[src/hw/bbc_mem_pkg.sv]
`default_nettype none

package bbc_mem_pkg;

	localparam int sdram_addr_w = 25;
	localparam int cpu_addr_w = 16;
	localparam int load_index_w = 8;

	// download targets in sdram
	localparam logic [sdram_addr_w-1:0] os_load_base = 25'h80000;
	localparam logic [sdram_addr_w-1:0] rom_load_base = 25'h68000;
	localparam logic [load_index_w-1:0] cmos_index = 8'hff;

	// region bases of the sdram map, banks are 16k each
	localparam int bank_shift = 14;
	localparam logic [sdram_addr_w-1:0] modelb_rom_base = 25'h90000;
	localparam logic [sdram_addr_w-1:0] master_rom_base = 25'hA0000;
	localparam logic [sdram_addr_w-1:0] swram_base = 25'h40000;
	localparam logic [2:0] filing_ram_code = 3'b101;

	// hold-off after a model or rom map change
	localparam int remap_hold_cycles = 4095;
	localparam int remap_cnt_w = 12;

	typedef struct packed {
		logic [sdram_addr_w-1:0] addr;
		logic [7:0]              data;
		logic [load_index_w-1:0] index;
	} load_req_t;

	typedef struct packed {
		logic [cpu_addr_w-1:0] adr;
		logic [7:0]            romsel;
		logic [7:0]            wdata;
		logic                  we;
		logic                  acc_y;
		logic                  shadow_ram;
		logic                  shadow_vid;
		logic                  phi0;
	} cpu_access_t;

	typedef struct packed {
		logic [sdram_addr_w-1:0] adr;
		logic                    we;
		logic [7:0]              wdata;
	} sdram_cmd_t;

	typedef struct packed {
		logic model;
		logic rommap;
	} machine_cfg_t;

endpackage

`default_nettype wire

[src/hw/rom_loader.sv]
`timescale 1ns/1ps
`default_nettype none

module rom_loader (
	input  wire logic                   clk_48m,
	input  wire logic                   reset,
	input  wire logic                   download_active,
	input  wire bbc_mem_pkg::load_req_t load_req,
	input  wire logic                   load_req_valid,
	input  wire logic                   mem_sync,
	output logic                        load_ack,
	output bbc_mem_pkg::sdram_cmd_t     loader_cmd
);
	import bbc_mem_pkg::*;

	typedef enum logic [1:0] {
		st_idle,
		st_pending,
		st_acked
	} state_t;

	state_t                  state;
	logic                    issued;
	logic [sdram_addr_w-1:0] load_base;
	logic [sdram_addr_w-1:0] wr_adr;
	logic [7:0]              wr_data;

	// index 0 is the os image, all other roms share one window
	assign load_base = (load_req.index == '0) ? os_load_base : rom_load_base;

	always_ff @(posedge clk_48m) begin
		if (reset) begin
			state <= st_idle;
			load_ack <= 1'b0;
			issued <= 1'b0;
		end else begin
			// write stays up for one full slot
			if (mem_sync)
				issued <= (state == st_pending);
			case (state)
				st_idle: begin
					if (load_req_valid && download_active) begin
						if (load_req.index == cmos_index) begin
							// no cmos here, just acknowledge
							state <= st_acked;
							load_ack <= 1'b1;
						end else begin
							state <= st_pending;
						end
					end
				end
				st_pending: begin
					if (mem_sync) begin
						state <= st_acked;
						load_ack <= 1'b1;
					end
				end
				st_acked: begin
					if (!load_req_valid) begin
						state <= st_idle;
						load_ack <= 1'b0;
					end
				end
				default: state <= st_idle;
			endcase
		end
	end

	// beat captured as req is seen
	always_ff @(posedge clk_48m) begin
		if (state == st_idle && load_req_valid) begin
			wr_adr <= load_req.addr + load_base;
			wr_data <= load_req.data;
		end
	end

	assign loader_cmd = '{
		adr: wr_adr,
		we: issued || (state == st_pending && mem_sync),
		wdata: wr_data
	};

	// io controller must not move the beat before it is acknowledged
	a_req_stable: assert property (@(posedge clk_48m) disable iff (reset)
		(load_req_valid && !load_ack) ##1 (load_req_valid && !load_ack) |-> $stable(load_req));

endmodule

`default_nettype wire

[src/hw/cpu_addr_map.sv]
`timescale 1ns/1ps
`default_nettype none

module cpu_addr_map (
	input  wire logic                        clk_48m,
	input  wire logic                        reset,
	input  wire logic                        mem_sync,
	input  wire bbc_mem_pkg::cpu_access_t    cpu_access,
	input  wire bbc_mem_pkg::machine_cfg_t   cfg,
	output bbc_mem_pkg::sdram_cmd_t          cpu_cmd
);
	import bbc_mem_pkg::*;

	logic                    cpu_ram;
	logic                    mos_rom;
	logic                    sideways;
	logic                    mos_ram;
	logic                    filing_ram;
	logic                    sideways_ram;
	logic                    sideways_rom;
	logic [sdram_addr_w-1:0] map_adr;
	logic                    map_we;
	logic [sdram_addr_w-1:0] cmd_adr;
	logic                    cmd_we;
	logic [7:0]              cmd_wdata;

	function automatic logic [sdram_addr_w-1:0] bank_addr(
		input logic [sdram_addr_w-1:0] base,
		input logic [3:0]              bank,
		input logic [bank_shift-1:0]   offset
	);
		return base + (sdram_addr_w'(bank) << bank_shift) + sdram_addr_w'(offset);
	endfunction

	assign cpu_ram = !cpu_access.adr[15];
	assign mos_rom = (cpu_access.adr[15:14] == 2'b11);
	assign sideways = (cpu_access.adr[15:14] == 2'b10);
	// master private ram at 8000-8fff
	assign mos_ram = sideways && (cpu_access.adr[13:12] == 2'b00) && cpu_access.romsel[7];
	assign filing_ram = (cpu_access.adr[15:13] == 3'b110) && cpu_access.acc_y;
	// banks 4 to 7 are ram
	assign sideways_ram = sideways && (cpu_access.romsel[3:2] == 2'b01);

	// model b maps its four roms high or low depending on rommap
	assign sideways_rom = sideways && (cfg.model ?
		(cpu_access.romsel[3:2] == 2'b00 || cpu_access.romsel[3]) :
		(cpu_access.romsel[3:2] == (cfg.rommap ? 2'b00 : 2'b11)));

	always_comb begin
		if (!cpu_access.phi0)
			map_adr = sdram_addr_w'({cpu_access.shadow_vid, cpu_access.adr});
		else if (cpu_ram || mos_ram)
			map_adr = sdram_addr_w'({cpu_access.shadow_ram, cpu_access.adr});
		else if (filing_ram)
			map_adr = sdram_addr_w'({filing_ram_code, cpu_access.adr[12:0]});
		else if (mos_rom)
			map_adr = bank_addr(os_load_base, {3'b000, cfg.model}, cpu_access.adr[13:0]);
		else if (sideways_rom && !cfg.model)
			map_adr = bank_addr(modelb_rom_base, {2'b00, cpu_access.romsel[1:0]},
				cpu_access.adr[13:0]);
		else if (sideways_rom)
			map_adr = bank_addr(master_rom_base, cpu_access.romsel[3:0], cpu_access.adr[13:0]);
		else
			map_adr = bank_addr(swram_base, cpu_access.romsel[3:0], cpu_access.adr[13:0]);
	end

	// roms are write protected, video never writes
	assign map_we = cpu_access.we && cpu_access.phi0 &&
		(cpu_ram || sideways_ram || mos_ram || filing_ram);

	always_ff @(posedge clk_48m) begin
		if (reset)
			cmd_we <= 1'b0;
		else if (mem_sync)
			cmd_we <= map_we;
	end

	always_ff @(posedge clk_48m) begin
		if (mem_sync) begin
			cmd_adr <= map_adr;
			cmd_wdata <= cpu_access.wdata;
		end
	end

	assign cpu_cmd = '{adr: cmd_adr, we: cmd_we, wdata: cmd_wdata};

	// cpu writes never land in the rom images
	a_rom_protect: assert property (@(posedge clk_48m) disable iff (reset)
		cpu_cmd.we |-> cpu_cmd.adr < rom_load_base);

endmodule

`default_nettype wire

[src/hw/reset_sequencer.sv]
`timescale 1ns/1ps
`default_nettype none

module reset_sequencer #(
	parameter int autoboot_cycles = 32000000
) (
	input  wire logic                      clk_48m,
	input  wire logic                      reset,
	input  wire logic                      mem_sync,
	input  wire logic                      op_reset,
	input  wire logic                      download_active,
	input  wire bbc_mem_pkg::machine_cfg_t cfg,
	input  wire logic                      autoboot_en,
	output logic                           core_reset,
	output logic                           autoboot_shift
);
	import bbc_mem_pkg::*;

	machine_cfg_t                         cfg_q;
	logic [remap_cnt_w-1:0]               remap_cnt;
	logic [$clog2(autoboot_cycles+1)-1:0] boot_cnt;
	logic                                 reset_req;

	// model or rom map change restarts the machine
	always_ff @(posedge clk_48m) begin
		cfg_q <= cfg;
		if (reset)
			remap_cnt <= '0;
		else if (cfg != cfg_q)
			remap_cnt <= remap_cnt_w'(remap_hold_cycles);
		else if (remap_cnt != '0)
			remap_cnt <= remap_cnt - 1'b1;
	end

	assign reset_req = op_reset || download_active || (remap_cnt != '0);

	// only switch on a slot boundary so the memory cycle is never cut
	always_ff @(posedge clk_48m) begin
		if (reset)
			core_reset <= 1'b1;
		else if (mem_sync)
			core_reset <= reset_req;
	end

	// shift held down a while after reset for autoboot
	always_ff @(posedge clk_48m) begin
		if (reset || core_reset)
			boot_cnt <= $bits(boot_cnt)'(autoboot_cycles);
		else if (boot_cnt != '0)
			boot_cnt <= boot_cnt - 1'b1;
	end

	assign autoboot_shift = autoboot_en && (boot_cnt != '0);

	a_reset_on_slot: assert property (@(posedge clk_48m) disable iff (reset)
		!$stable(core_reset) |-> $past(mem_sync));

endmodule

`default_nettype wire

[src/hw/sdram_port_mux.sv]
`timescale 1ns/1ps
`default_nettype none

module sdram_port_mux (
	input  wire logic                    clk_48m,
	input  wire logic                    reset,
	input  wire logic                    download_active,
	input  wire bbc_mem_pkg::sdram_cmd_t loader_cmd,
	input  wire bbc_mem_pkg::sdram_cmd_t cpu_cmd,
	output bbc_mem_pkg::sdram_cmd_t      sdram
);
	import bbc_mem_pkg::*;

	logic [sdram_addr_w-1:0] out_adr;
	logic                    out_we;
	logic [7:0]              out_wdata;

	// loader owns the port for the whole download
	always_ff @(posedge clk_48m) begin
		if (reset)
			out_we <= 1'b0;
		else
			out_we <= download_active ? loader_cmd.we : cpu_cmd.we;
	end

	always_ff @(posedge clk_48m) begin
		if (download_active) begin
			out_adr <= loader_cmd.adr;
			out_wdata <= loader_cmd.wdata;
		end else begin
			out_adr <= cpu_cmd.adr;
			out_wdata <= cpu_cmd.wdata;
		end
	end

	assign sdram = '{adr: out_adr, we: out_we, wdata: out_wdata};

endmodule

`default_nettype wire

[src/hw/bbc_mem_top.sv]
`timescale 1ns/1ps
`default_nettype none

module bbc_mem_top #(
	parameter int autoboot_cycles = 32000000
) (
	input  wire logic                      clk_48m,
	input  wire logic                      reset,
	input  wire logic                      mem_sync,
	input  wire bbc_mem_pkg::cpu_access_t  cpu_access,
	input  wire bbc_mem_pkg::machine_cfg_t cfg,
	input  wire logic                      op_reset,
	input  wire logic                      autoboot_en,
	input  wire logic                      download_active,
	input  wire bbc_mem_pkg::load_req_t    load_req,
	input  wire logic                      load_req_valid,
	output logic                           load_ack,
	output bbc_mem_pkg::sdram_cmd_t        sdram,
	output logic                           core_reset,
	output logic                           autoboot_shift
);
	import bbc_mem_pkg::*;

	sdram_cmd_t loader_cmd;
	sdram_cmd_t cpu_cmd;

	// rom download from the io controller
	rom_loader i_rom_loader (
		.clk_48m         (clk_48m),
		.reset           (reset),
		.download_active (download_active),
		.load_req        (load_req),
		.load_req_valid  (load_req_valid),
		.mem_sync        (mem_sync),
		.load_ack        (load_ack),
		.loader_cmd      (loader_cmd)
	);

	cpu_addr_map i_cpu_addr_map (
		.clk_48m    (clk_48m),
		.reset      (reset),
		.mem_sync   (mem_sync),
		.cpu_access (cpu_access),
		.cfg        (cfg),
		.cpu_cmd    (cpu_cmd)
	);

	reset_sequencer #(
		.autoboot_cycles (autoboot_cycles)
	) i_reset_sequencer (
		.clk_48m         (clk_48m),
		.reset           (reset),
		.mem_sync        (mem_sync),
		.op_reset        (op_reset),
		.download_active (download_active),
		.cfg             (cfg),
		.autoboot_en     (autoboot_en),
		.core_reset      (core_reset),
		.autoboot_shift  (autoboot_shift)
	);

	// one command per slot towards the sdram controller
	sdram_port_mux i_sdram_port_mux (
		.clk_48m         (clk_48m),
		.reset           (reset),
		.download_active (download_active),
		.loader_cmd      (loader_cmd),
		.cpu_cmd         (cpu_cmd),
		.sdram           (sdram)
	);

endmodule

`default_nettype wire

[config.mk]
export PLATFORM = sky130hd
export DESIGN_NAME = bbc_mem_top
export DESIGN_NICKNAME = d
export VERILOG_FILES = /design/src/hw/bbc_mem_pkg.sv /design/src/hw/rom_loader.sv /design/src/hw/cpu_addr_map.sv /design/src/hw/reset_sequencer.sv /design/src/hw/sdram_port_mux.sv /design/src/hw/bbc_mem_top.sv
export SDC_FILE = /design/constraint.sdc
export NUM_CORES = 1
export LEC_CHECK = 0
export BUFFER_PORTS_ARGS = -buffer_cell sky130_fd_sc_hd__clkbuf_2
export CAP_MARGIN = 40
export CELL_PAD_IN_SITES_DETAIL_PLACEMENT = 0
export CELL_PAD_IN_SITES_GLOBAL_PLACEMENT = 1
export CORE_AREA = 2 2 122 124
export CTS_BUF_LIST = sky130_fd_sc_hd__clkbuf_4 sky130_fd_sc_hd__clkbuf_8
export DETAILED_ROUTE_END_ITERATION = 8
export DIE_AREA = 0 0 124 126
export GPL_TIMING_DRIVEN = 1
export PLACE_DENSITY_LB_ADDON = 0.1
export SYNTH_ARGS = -nofsm -noshare
export SYNTH_HDL_FRONTEND = slang
export SYNTH_SLANG_ARGS = --single-unit
[constraint.sdc]
create_clock -name clk_48m -period 1.8 [get_ports clk_48m]
set_input_delay 0.27 -clock clk_48m [delete_from_list [all_inputs] [get_ports clk_48m]]
set_output_delay 0.27 -clock clk_48m [all_outputs]
set_load 0.05 [all_outputs]
==> Yosys cells after proc, flatten, opt, wreduce, memory -nomap -nowiden <==
Index checks and enable logic that the tools add are counted.
{ "word_totals": {"regBits": 145, "in_bits": 87, "out_inout_bits": 37, "word_cells": 100} }
{ "op_classes": {"addsub": 11, "eq_ne": 13, "muxes": 24, "n_bitwise": 1, "n_reduce_logical": 34} }
{ "ops": {"columns": ["operator", "n"], "rows": [
  ["adder 25 x 14 -> 25 bit", 4],
  ["2-to-1 mux 25 bit", 4],
  ["2-to-1 mux 17 bit", 3],
  ["adder 25 bit", 1],
  ["nonzero test 25 bit", 1],
  ["subtractor 25 x 1 -> 25 bit (second input constant)", 1],
  ["2-to-1 mux 12 bit", 2],
  ["adder 20 x 15 -> 21 bit (first input constant)", 1],
  ["adder 20 x 16 -> 21 bit (first input constant)", 1],
  ["adder 20 x 18 -> 21 bit (first input constant)", 1],
  ["adder 19 x 18 -> 20 bit (first input constant)", 1],
  ["2-to-1 mux 20 bit", 1],
  ["logical AND 1 bit", 12],
  ["nonzero test 12 bit", 1],
  ["subtractor 12 x 1 -> 12 bit (second input constant)", 1],
  ["2-to-1 mux 2 bit", 5],
  ["logical OR 1 bit", 9],
  ["equality test 8 bit (second input constant)", 1],
  ["logical NOT 8 bit", 1],
  ["2-to-1 mux 8 bit", 1],
  ["equality test 2 bit (second input constant)", 3],
  ["logical NOT 2 bit", 3],
  ["2-to-1 mux 1 bit", 6],
  ["one-hot mux 2 bit (3 select lines)", 1],
  ["14 further kinds", 18]
]} }

==> Depth between registers and ports, before layout <==
Gate-level depths: netlist of run 1.
{ "logic_depth": {"ltp_word": 10, "ltp_mapped": 9} }

==> Cells and area by module <==
Synthesis of run 1 repeated with hierarchy kept, for this count alone.
{ "unflattened": {"hier_cells": 472, "area_unflattened_um2": 5903.2} }
{ "modules_own_cells": {"columns": ["mod", "n_inst", "cells_each", "area_per_inst_um2", "seq_area_each_um2"], "rows": [
  ["reset_sequencer", 1, 220, 1953.1, 800.8],
  ["rom_loader", 1, 99, 1512.7, 1071.0],
  ["sdram_port_mux", 1, 74, 1253.7, 680.7],
  ["cpu_addr_map", 1, 79, 1183.6, 860.8]
]} }

==> Worst setup path after synthesis of run 1 <==
Ideal clock, no wire load.
{ "synth_timing": {"path_type": "input to register", "from": "in load_req[1] (netlist bit)", "to": "reg i_rom_loader.wr_adr[21] (data pin)", "setup_time_ps": 259, "arrival_ps": 1744, "t_required_ps": 1541, "slack_ps": -204, "cell_stages": 9, "path_cell_list": "nor4_1 > nand2_1 > ha_1 > ha_1 > a21o_1 > a21oi_1 > nor2b_1 > o21ai_0 > xnor2_1"} }
{ "synth_between": {"elab_chain_cells": 3} }
{ "synth_lines": {"columns": ["item", "line_no", "text"], "rows": [
  ["from (decl)", "bbc_mem_top.sv:15", "input wire bbc_mem_pkg::load_req_t load_req,"],
  ["logical NOT 8 bit", "rom_loader.sv:29", "assign load_base = (load_req.index == '0) ? os_load_base : rom_load_base;"],
  ["2-to-1 mux 20 bit", "rom_loader.sv:29", null],
  ["adder 25 bit", "rom_loader.sv:72", "wr_adr <= load_req.addr + load_base;"],
  ["to (signal assigned)", "rom_loader.sv:72", null],
  ["to (decl)", "rom_loader.sv:25", "logic [sdram_addr_w-1:0] wr_adr;"]
]} }
No other way between the ends.
A chain may end at the register's enable or synchronous reset.

==> Worst setup path after layout of run 1 <==
{ "layout_timing": {"from": "reg i_reset_sequencer.boot_cnt[1]", "to": "out autoboot_shift"} }
{ "layout_between": {"elab_chain_cells": 2} }
{ "layout_lines": {"columns": ["item", "line_no", "text"], "rows": [
  ["from (decl)", "reset_sequencer.sv:21", "logic [$clog2(autoboot_cycles+1)-1:0] boot_cnt;"],
  ["from (signal assigned)", "reset_sequencer.sv:48", "boot_cnt <= $bits(boot_cnt)'(autoboot_cycles);"],
  ["from (signal assigned)", "reset_sequencer.sv:50", "boot_cnt <= boot_cnt - 1'b1;"],
  ["nonzero test 25 bit", "reset_sequencer.sv:53", "assign autoboot_shift = autoboot_en && (boot_cnt != '0);"],
  ["logical AND 1 bit", "reset_sequencer.sv:53", null],
  ["to (decl)", "bbc_mem_top.sv:20", "output logic autoboot_shift"]
]} }
No other way between the ends.

==> results of run 1 <==
## repair_timing
action | CTS | global route
endpoints found under the setup margin | 9 | 26
setup buffers | 4 | 6
hold buffers | 45 | 0
gates resized for setup | 8 | 30
pin swaps | 5 | 9
hold endpoints to repair | 45 | 0
## placed cells by master, fill, tap and decap left out, drive strengths merged, types with 3 or more instances in the layout
cell type	Yosys	final
o21ai	17	17
mux2	29	29
nor3	12	12
clkbuf	10	140
buf	3	71
ha	12	12
nor4b	3	3
and2	7	7
xor2	9	9
nand3	8	8
nor3b	5	5
inv	10	14
and4	3	3
bufinv	0	3
or4	3	3
nor2b	6	6
nor2	39	39
edfxtp	61	61
nand2	25	25
dfxtp	79	79
nor4	12	12
o211ai	3	3
a31oi	8	8
clkinvlp	0	3
dlygate4sd3	0	45
o31ai	4	4
xnor2	17	17
a31o	3	3
nand4b	3	3
a211oi	3	3
a21oi	30	30
or3	6	6
nand4	8	8
nand2b	5	5
mux2i	3	3
## cell type report
class,count,share of cell area (%)
clock buffer,21,3.44
clock inverter,11,1.94
inverter,10,0.467
multi-input combinational,304,28.6
sequential,140,42.5
tap,184,2.86
timing repair buffer,235,20.2
## flip-flops by register name, indices dropped and copies added, names as in the netlist
signal	cells
i_cpu_addr_map.cmd_we	1
i_rom_loader.state	2
i_reset_sequencer.core_reset	1
i_cpu_addr_map.cmd_wdata	8
i_reset_sequencer.remap_cnt	12
i_sdram_port_mux.out_we	1
i_reset_sequencer.cfg_q	2
i_reset_sequencer.boot_cnt	25
i_sdram_port_mux.out_adr	25
i_cpu_addr_map.cmd_adr	20
i_rom_loader.wr_adr	25
i_rom_loader.issued	1
i_rom_loader.load_ack	1
i_sdram_port_mux.out_wdata	8
i_rom_loader.wr_data	8
## cells by family (layout without fill, tap and decap cells)
| family | Yosys count | in the layout | share of synthesized area, % |
|---|---|---|---|
| compound gates | 80 | 80 | 8.70 |
| xor+xnor | 26 | 26 | 4.07 |
| fa+ha+maj | 12 | 12 | 2.68 |
| buf+inv | 23 | 277 | 1.63 |
| flops | 140 | 140 | 61.0 |
| mux | 32 | 32 | 6.37 |
| simple gates | 154 | 154 | 15.6 |
## where the power goes
group | internal (mW) | total, mW | switching, mW
clock | 1.50 | 2.73 | 1.23
sequential | 3.80 | 3.93 | 0.133
combinational | 0.560 | 1.53 | 0.965
total | 5.85 | 8.19 | 2.33
## layer usage
metal  wire (µm)  vias up  part of all wire, %  GRT usage (%)
met3         829       17                  6.3           5.93
met1        5930     2077                   45           21.8
li1            -     2215                    -              -
met2        6150      103                   47           27.9
met4         221        0                  1.7           6.74
met5           0        -                    0              0
## how the worst max path moves through the flow
stage	end	cells after the start	slack [ns]
2_1_floorplan	i_reset_sequencer.boot_cnt[18]$_SDFFE_PP0N_	7	-0.14
3_3_place_gp	i_rom_loader.wr_adr[23]$_DFFE_PP_	10	-0.27
3_5_place_dp	i_rom_loader.wr_adr[23]$_DFFE_PP_	10	-0.32
4_1_cts	autoboot_shift	8	-0.34
5_1_grt	autoboot_shift	5	-0.39
6_report	autoboot_shift	8	-0.25
==> impl_metrics.yaml, run 1 <==
timing:
  fin_crit_sh_pct: 114
  finClkSkew_ns: 0.00916
  max_freq_mhz: 487
  finalHoldViolations: 0
  worstMarginPinSlew_ns: 0.469
  fin_hold_ws_ns: 0.0674
  slew_headroom_pct: 68.8
  fin_crit_ns: 2.05
  setup_ws_ns: -0.252
  finalSetupTns_ns: -0.917
  rsz0062_at_grt: "yes"
  final_max_slew_viol_count: 0
  setup_viol: 8
yosys:
  synthCells: 467
  synth_edf_count: 61
  synth_ff_type: "dfxtp_1"
  postSynth.asyncResetShare_pct: 0
  synth_common_cells: "79 x dfxtp_1, 61 x edfxtp_1, 39 x nor2_1, 30 x a21oi_1, 29 x mux2_2"
  yosysSeqAreaShare_pct: 61.0
  yosysWarnings: 0
  synth_top_area_share_pct: 32.7
  synthTopCellsByArea: "edfxtp_1 33%, dfxtp_1 28%, mux2_2 5.8%, a21oi_1 2.7%, ha_1 2.7%"
  ys_types: 57
  netlist_area_um2: 5600
  syn_avg_cell_area_um2: 12.0
  synth_top_cell_by_area: "edfxtp_1"
  synth-seq-cells: 140
  synth_fp_nets: 566
  synth.most_common_cell: "dfxtp_1"
layout:
  final-seq-area_um2: 3420
  fin_nets: 807
  synthToLayoutAreaGrowth_pct: 43.7
  fin_area_um2: 8040
  multi_input_area_um2: 2300
  utilization_pct: 56.2
  num_antenna_cells: 0
  drive_above_1_share_pct: 41.5
  fillers: 1241
  stdcell_count: 905
clocking:
  cts.sinks: 140
  root_buffer: "clkbuf_8"
  clk_pin_slew_ns: 0.08
  clk_latency_ns: 0.44
  numCtsBuffers: 17
  h-tree-depth: 4
  cts_tree: "done"
  cts_buffer_depth: 2
routing:
  ant_nets: 0
  vias: 4412
  wl_per_cell_um: 14.5
  drtIter0Drc: 161
  firstDrtPassIters: 4
  drc: 0
  finalWirelength_um: 13100
  routed_via_density: 4.88
place:
  dp_hpwl_um: 9060
  dp_slack_ns: -0.324
  postPlaceCellArea_um2: 6940
  dp.cells: 820
  port_buffers: 120
  gp_congestion: 0.806
critical_path:
  arrival_ns: 1.78
  r2r_end: "i_reset_sequencer.boot_cnt[18]$_SDFFE_PP0N_"
  start_kind: "flop"
  worstPathRequired_ns: 1.53
  cp_max_fo: 2
  path_buf_inv: 3
  critPathKind: "reg -> out"
  crit_start: "i_reset_sequencer.boot_cnt[1]$_SDFFE_PP0N_"
  cpPeakStageDelay_ns: 0.33
  end_kind: "output pin"
  rrSetupSlack_ns: -0.24
  ff2ff_path_depth: 9
  cp_top_family: "simple AND/OR/NAND/NOR gates"
  critical_path.slowest_cell: "dfxtp_2"
  path_cells: "inv_2 -> ha_4 -> nor4b_4 -> buf_4 -> nand4_1 -> nor2_2 -> nor2b_2 -> buf_8"
  rr_startpoint: "i_reset_sequencer.boot_cnt[1]$_SDFFE_PP0N_"
global_routing:
  grt_pass1_wl_um: 20900
  grt_pass1_vias: 4422
  overflow: 0
  antenna_found_initial: 1
  grtUsageTotal_pct: 17.5
  grt_max_degree: 37
flow_run:
  cap_viol_max_count: 0
worst_hold_path:
  hold_path.class: "in -> reg"
  hold_start: "cpu_access[33]"
  hold_path_depth: 1
  min_to: "i_cpu_addr_map.cmd_adr[12]$_DFFE_PP_"
die:
  initial_core_util_pct: 39.1
  std_cell_rows: 44
  io_pins: 124
  die_area_um2: 15600
  die_y_um: 126
  design.core.area_um2: 14300
  fp.dieW_um: 124
power_and_ir_drop:
  irDropWorstVdd_uv: 567
  p_per_area_nw_per_um2: 1020
  total_power_mw: 8.19
  leakagePower_nw: 3.35
run_status:
  status: "complete, but fails checks"
  violations: "negative setup slack"
(Power assumes the default switching activity.)
==> inputs of run 2 (changes only) <==
--- a/config.mk
+++ b/config.mk
@@ -9,12 +9,14 @@
 export CAP_MARGIN = 40
 export CELL_PAD_IN_SITES_DETAIL_PLACEMENT = 0
 export CELL_PAD_IN_SITES_GLOBAL_PLACEMENT = 1
-export CORE_AREA = 2 2 122 124
+export CORE_AREA = 2 2 123 125
 export CTS_BUF_LIST = sky130_fd_sc_hd__clkbuf_4 sky130_fd_sc_hd__clkbuf_8
 export DETAILED_ROUTE_END_ITERATION = 8
-export DIE_AREA = 0 0 124 126
+export DIE_AREA = 0 0 125 127
 export GPL_TIMING_DRIVEN = 1
 export PLACE_DENSITY_LB_ADDON = 0.1
+export REMOVE_ABC_BUFFERS = 1
 export SYNTH_ARGS = -nofsm -noshare
 export SYNTH_HDL_FRONTEND = slang
+export SYNTH_HIERARCHICAL = 1
 export SYNTH_SLANG_ARGS = --single-unit
==> run 2 against run 1 <==
  * The flow still finishes with violations (negative setup slack)
  * Die area increased by 1.6%
  * Sequential share of layout area down 1.1 points
  * Clock skew rose by 0.0042 ns
  * Cell count increased by 0.44%
  * Fmax down 14%
  * First-iteration DRC count rose by 1.2%
  * Setup slack worse by 0.34 ns
  * Clock-buffer cell count fell by 3
  * Critical path type unchanged
==> impl_metrics.yaml, run 2 <==
run_status:
  status: "complete, but fails checks"
  violations: "negative setup slack"
critical_path:
  cp_max_fo: 2
  path_cells: "or4_4 -> nor4b_4 -> nand3_2 -> and2_4 -> clkbuf_16"
  critical_path.slowest_cell: "or4_4"
  worstPathRequired_ns: 1.53
  critPathKind: "reg -> out"
  start_kind: "flop"
  arrival_ns: 2.12
  end_kind: "output pin"
  cpPeakStageDelay_ns: 0.56
clocking:
  cts_tree: "done"
  root_buffer: "clkbuf_8"
  numCtsBuffers: 17
  cts_buffer_depth: 2
  h-tree-depth: 4
  clk_pin_slew_ns: 0.08
  clk_latency_ns: 0.45
  cts.sinks: 140
die:
  design.core.area_um2: 14400
  die_area_um2: 15900
  initial_core_util_pct: 40.9
  std_cell_rows: 44
  fp.dieW_um: 125
  io_pins: 124
  die_y_um: 127
timing:
  finalSetupTns_ns: -4.29
  setup_viol: 24
  finalHoldViolations: 0
  setup_ws_ns: -0.591
  rsz0062_at_grt: "yes"
  final_max_slew_viol_count: 0
  finClkSkew_ns: 0.0133
  fin_crit_sh_pct: 133
  max_freq_mhz: 418
  fin_crit_ns: 2.39
layout:
  synthToLayoutAreaGrowth_pct: 39.8
  num_antenna_cells: 0
  utilization_pct: 57.2
  layout_common_cells: "119 x clkbuf_2, 74 x dfxtp_1, 67 x buf_4"
  drive_above_1_share_pct: 43.0
  fin_nets: 808
  final_common_cell: "clkbuf_2"
  reg_top3: "i_reset_sequencer/boot_cnt (25), i_rom_loader/wr_adr (25), i_sdram_port_mux/out_adr (25)"
global_routing:
  antenna_found_initial: 0
  overflow: 0
  grt_pass1_wl_um: 21600
  grt_max_degree: 32
  grtUsageTotal_pct: 17.2
  grt_pass1_vias: 4502
power_and_ir_drop:
  p_seq_share_pct: 50.3
  total_power_mw: 7.28
  power.share.clock_pct: 35.3
  internal-power_mw: 5.28
  leakagePower_nw: 3.53
  irDropWorstVdd_uv: 437
  p_switching_mw: 1.99
  combPwrFrac_pct: 14.4
  p_sw_share_pct: 27.4
  p_per_area_nw_per_um2: 881
place:
  gp_congestion: 0.802
  dp_slack_ns: -0.412
  port_buffers: 120
  dp_hpwl_um: 9200
routing:
  finalWirelength_um: 13400
  drc: 0
  wl_per_cell_um: 14.7
  highest_layer: "met4"
  met1_length_um: 5920
  vias: 4425
  routed_via_density: 4.87
  firstDrtPassIters: 4
  ant_nets: 0
  drtIter0Drc: 163
  dr_wl_met2_um: 6790
  met3_length_um: 481
yosys:
  synthTopCellsByArea: "edfxtp_1 31%, dfxtp_1 27%, mux2_4 7.4%, nor2_1 2.2%, xor2_1 1.9%"
  synth.most_common_cell: "dfxtp_1"
  ys_types: 69
  yosysWarnings: 6
  synthCells: 472
  syn_avg_cell_area_um2: 12.5
  synth_top_cell_by_area: "edfxtp_1"
  synth_common_cells: "79 x dfxtp_1, 61 x edfxtp_1, 35 x nor2_1, 29 x mux2_4, 21 x a21oi_1"
  synth_top_area_share_pct: 31.0
  postSynth.asyncResetShare_pct: 0
  synth-seq-cells: 140
  synth_edf_count: 61
  yosysSeqAreaShare_pct: 57.8
  netlist_area_um2: 5900
  synth_ff_type: "dfxtp_1"
worst_hold_path:
  hold_path.class: "in -> reg"
flow_run:
  cap_viol_max_count: 0
==> run 2: cell types whose count changed after synthesis, sizes merged, moves of 5 or more <==
cell | before | now
nand2 | 25 | 16
xnor2 | 17 | 12
nand3 | 8 | 13
clkbuf | 10 | 5
nor3 | 12 | 6
buf | 3 | 17
a21oi | 30 | 21
==> run 2: repair_timing <==
| action | in CTS | in global routing |
|---|---|---|
| hold endpoints to repair | 43 | 0 |
| buffers inserted | 4 | 5 |
| gates resized for setup | 22 | 26 |
| pin swaps | 18 | 23 |
| hold buffers | 43 | 0 |
| endpoints found under the setup margin | 26 | 28 |
==> run 2: layout make-up <==
| class | instances | area (µm²) |
|---|---|---|
| Inverter | 12 | 45.0 |
| Clock buffer | 18 | 241 |
| Timing Repair Buffer | 239 | 1680 |
| Clock inverter | 14 | 160 |
| Sequential cell | 140 | 3420 |
| Fill cell | 1286 | 6170 |
| Tap cell | 184 | 230 |
| Multi-Input combinational cell | 302 | 2480 |
==> run 2: through the flow <==
| step | instances | hold WS (ns) | instance area [µm²] |
|---|---|---|---|
| final | 909 | 0.0248 | 8260 |
| after global routing | 909 | 0.0167 | 8260 |
| after CTS | 905 | 0.000119 | 8110 |
| after detailed placement | 826 | 0.445 | 7110 |
| after global placement | 826 | 0.444 | 7110 |
| after floorplan | 454 | 0.298 | 5740 |
==> run 2: per-layer routing <==
metal / up-vias / GRT usage [%]
li1: 2234 / -
met1: 2090 / 20.2
met2: 84 / 30.1
met3: 17 / 4.44
met4: 0 / 6.80
met5: - / 0
==> run 2: cells by family (layout without fill, tap and decap cells) <==
family          Yosys count  after routing  synth area share [%]
compound gates           86             86                  9.90
xor+xnor                 25             25                  3.71
fa+ha+maj                 9              9                  1.91
buf+inv                  34            283                  3.77
flops                   140            140                  57.8
mux                      37             37                  8.82
other cells               1              5                0.0635
simple gates            140            140                  14.0
==> run 2: power groups by stage <==
| stage | Sequential, mW | Combinational, mW | Clock (mW) |
|---|---|---|---|
| after CTS | 3.66 | 1.06 | 2.64 |
| after global routing | 3.68 | 1.12 | 2.78 |
| after detailed placement | 3.73 | 0.970 | 0 |
| final | 3.66 | 1.05 | 2.57 |
| after global placement | 3.72 | 0.960 | 0 |
| after floorplan | 4.00 | 0.319 | 0 |
==> run 2: final timing paths <==
| path | startpoint | end | slack [ns] | cells past startpoint |
|---|---|---|---|---|
| worst max-delay path | i_reset_sequencer/boot_cnt[17]$_SDFFE_PP0P_ | autoboot_shift | -0.59 | 5 |
| worst min-delay path | cfg[0] | i_reset_sequencer/cfg_q[0]$_DFF_P_ | 0.02 | 1 |
| worst max register to register | i_reset_sequencer/boot_cnt[17]$_SDFFE_PP0P_ | i_reset_sequencer/boot_cnt[2]$_SDFFE_PP0P_ | -0.37 | 6 |
| worst min register to register | i_reset_sequencer/boot_cnt[24]$_SDFFE_PP1P_ | i_reset_sequencer/boot_cnt[24]$_SDFFE_PP1P_ | 0.45 | 2 |
==> run 2: worst max-delay path: cells and delay by family (launching register included) <==
family                 cells  cell delay [ns]
buffers and inverters      1             0.16
and+or+nand+nor            4             1.18
DFF                        1             0.33
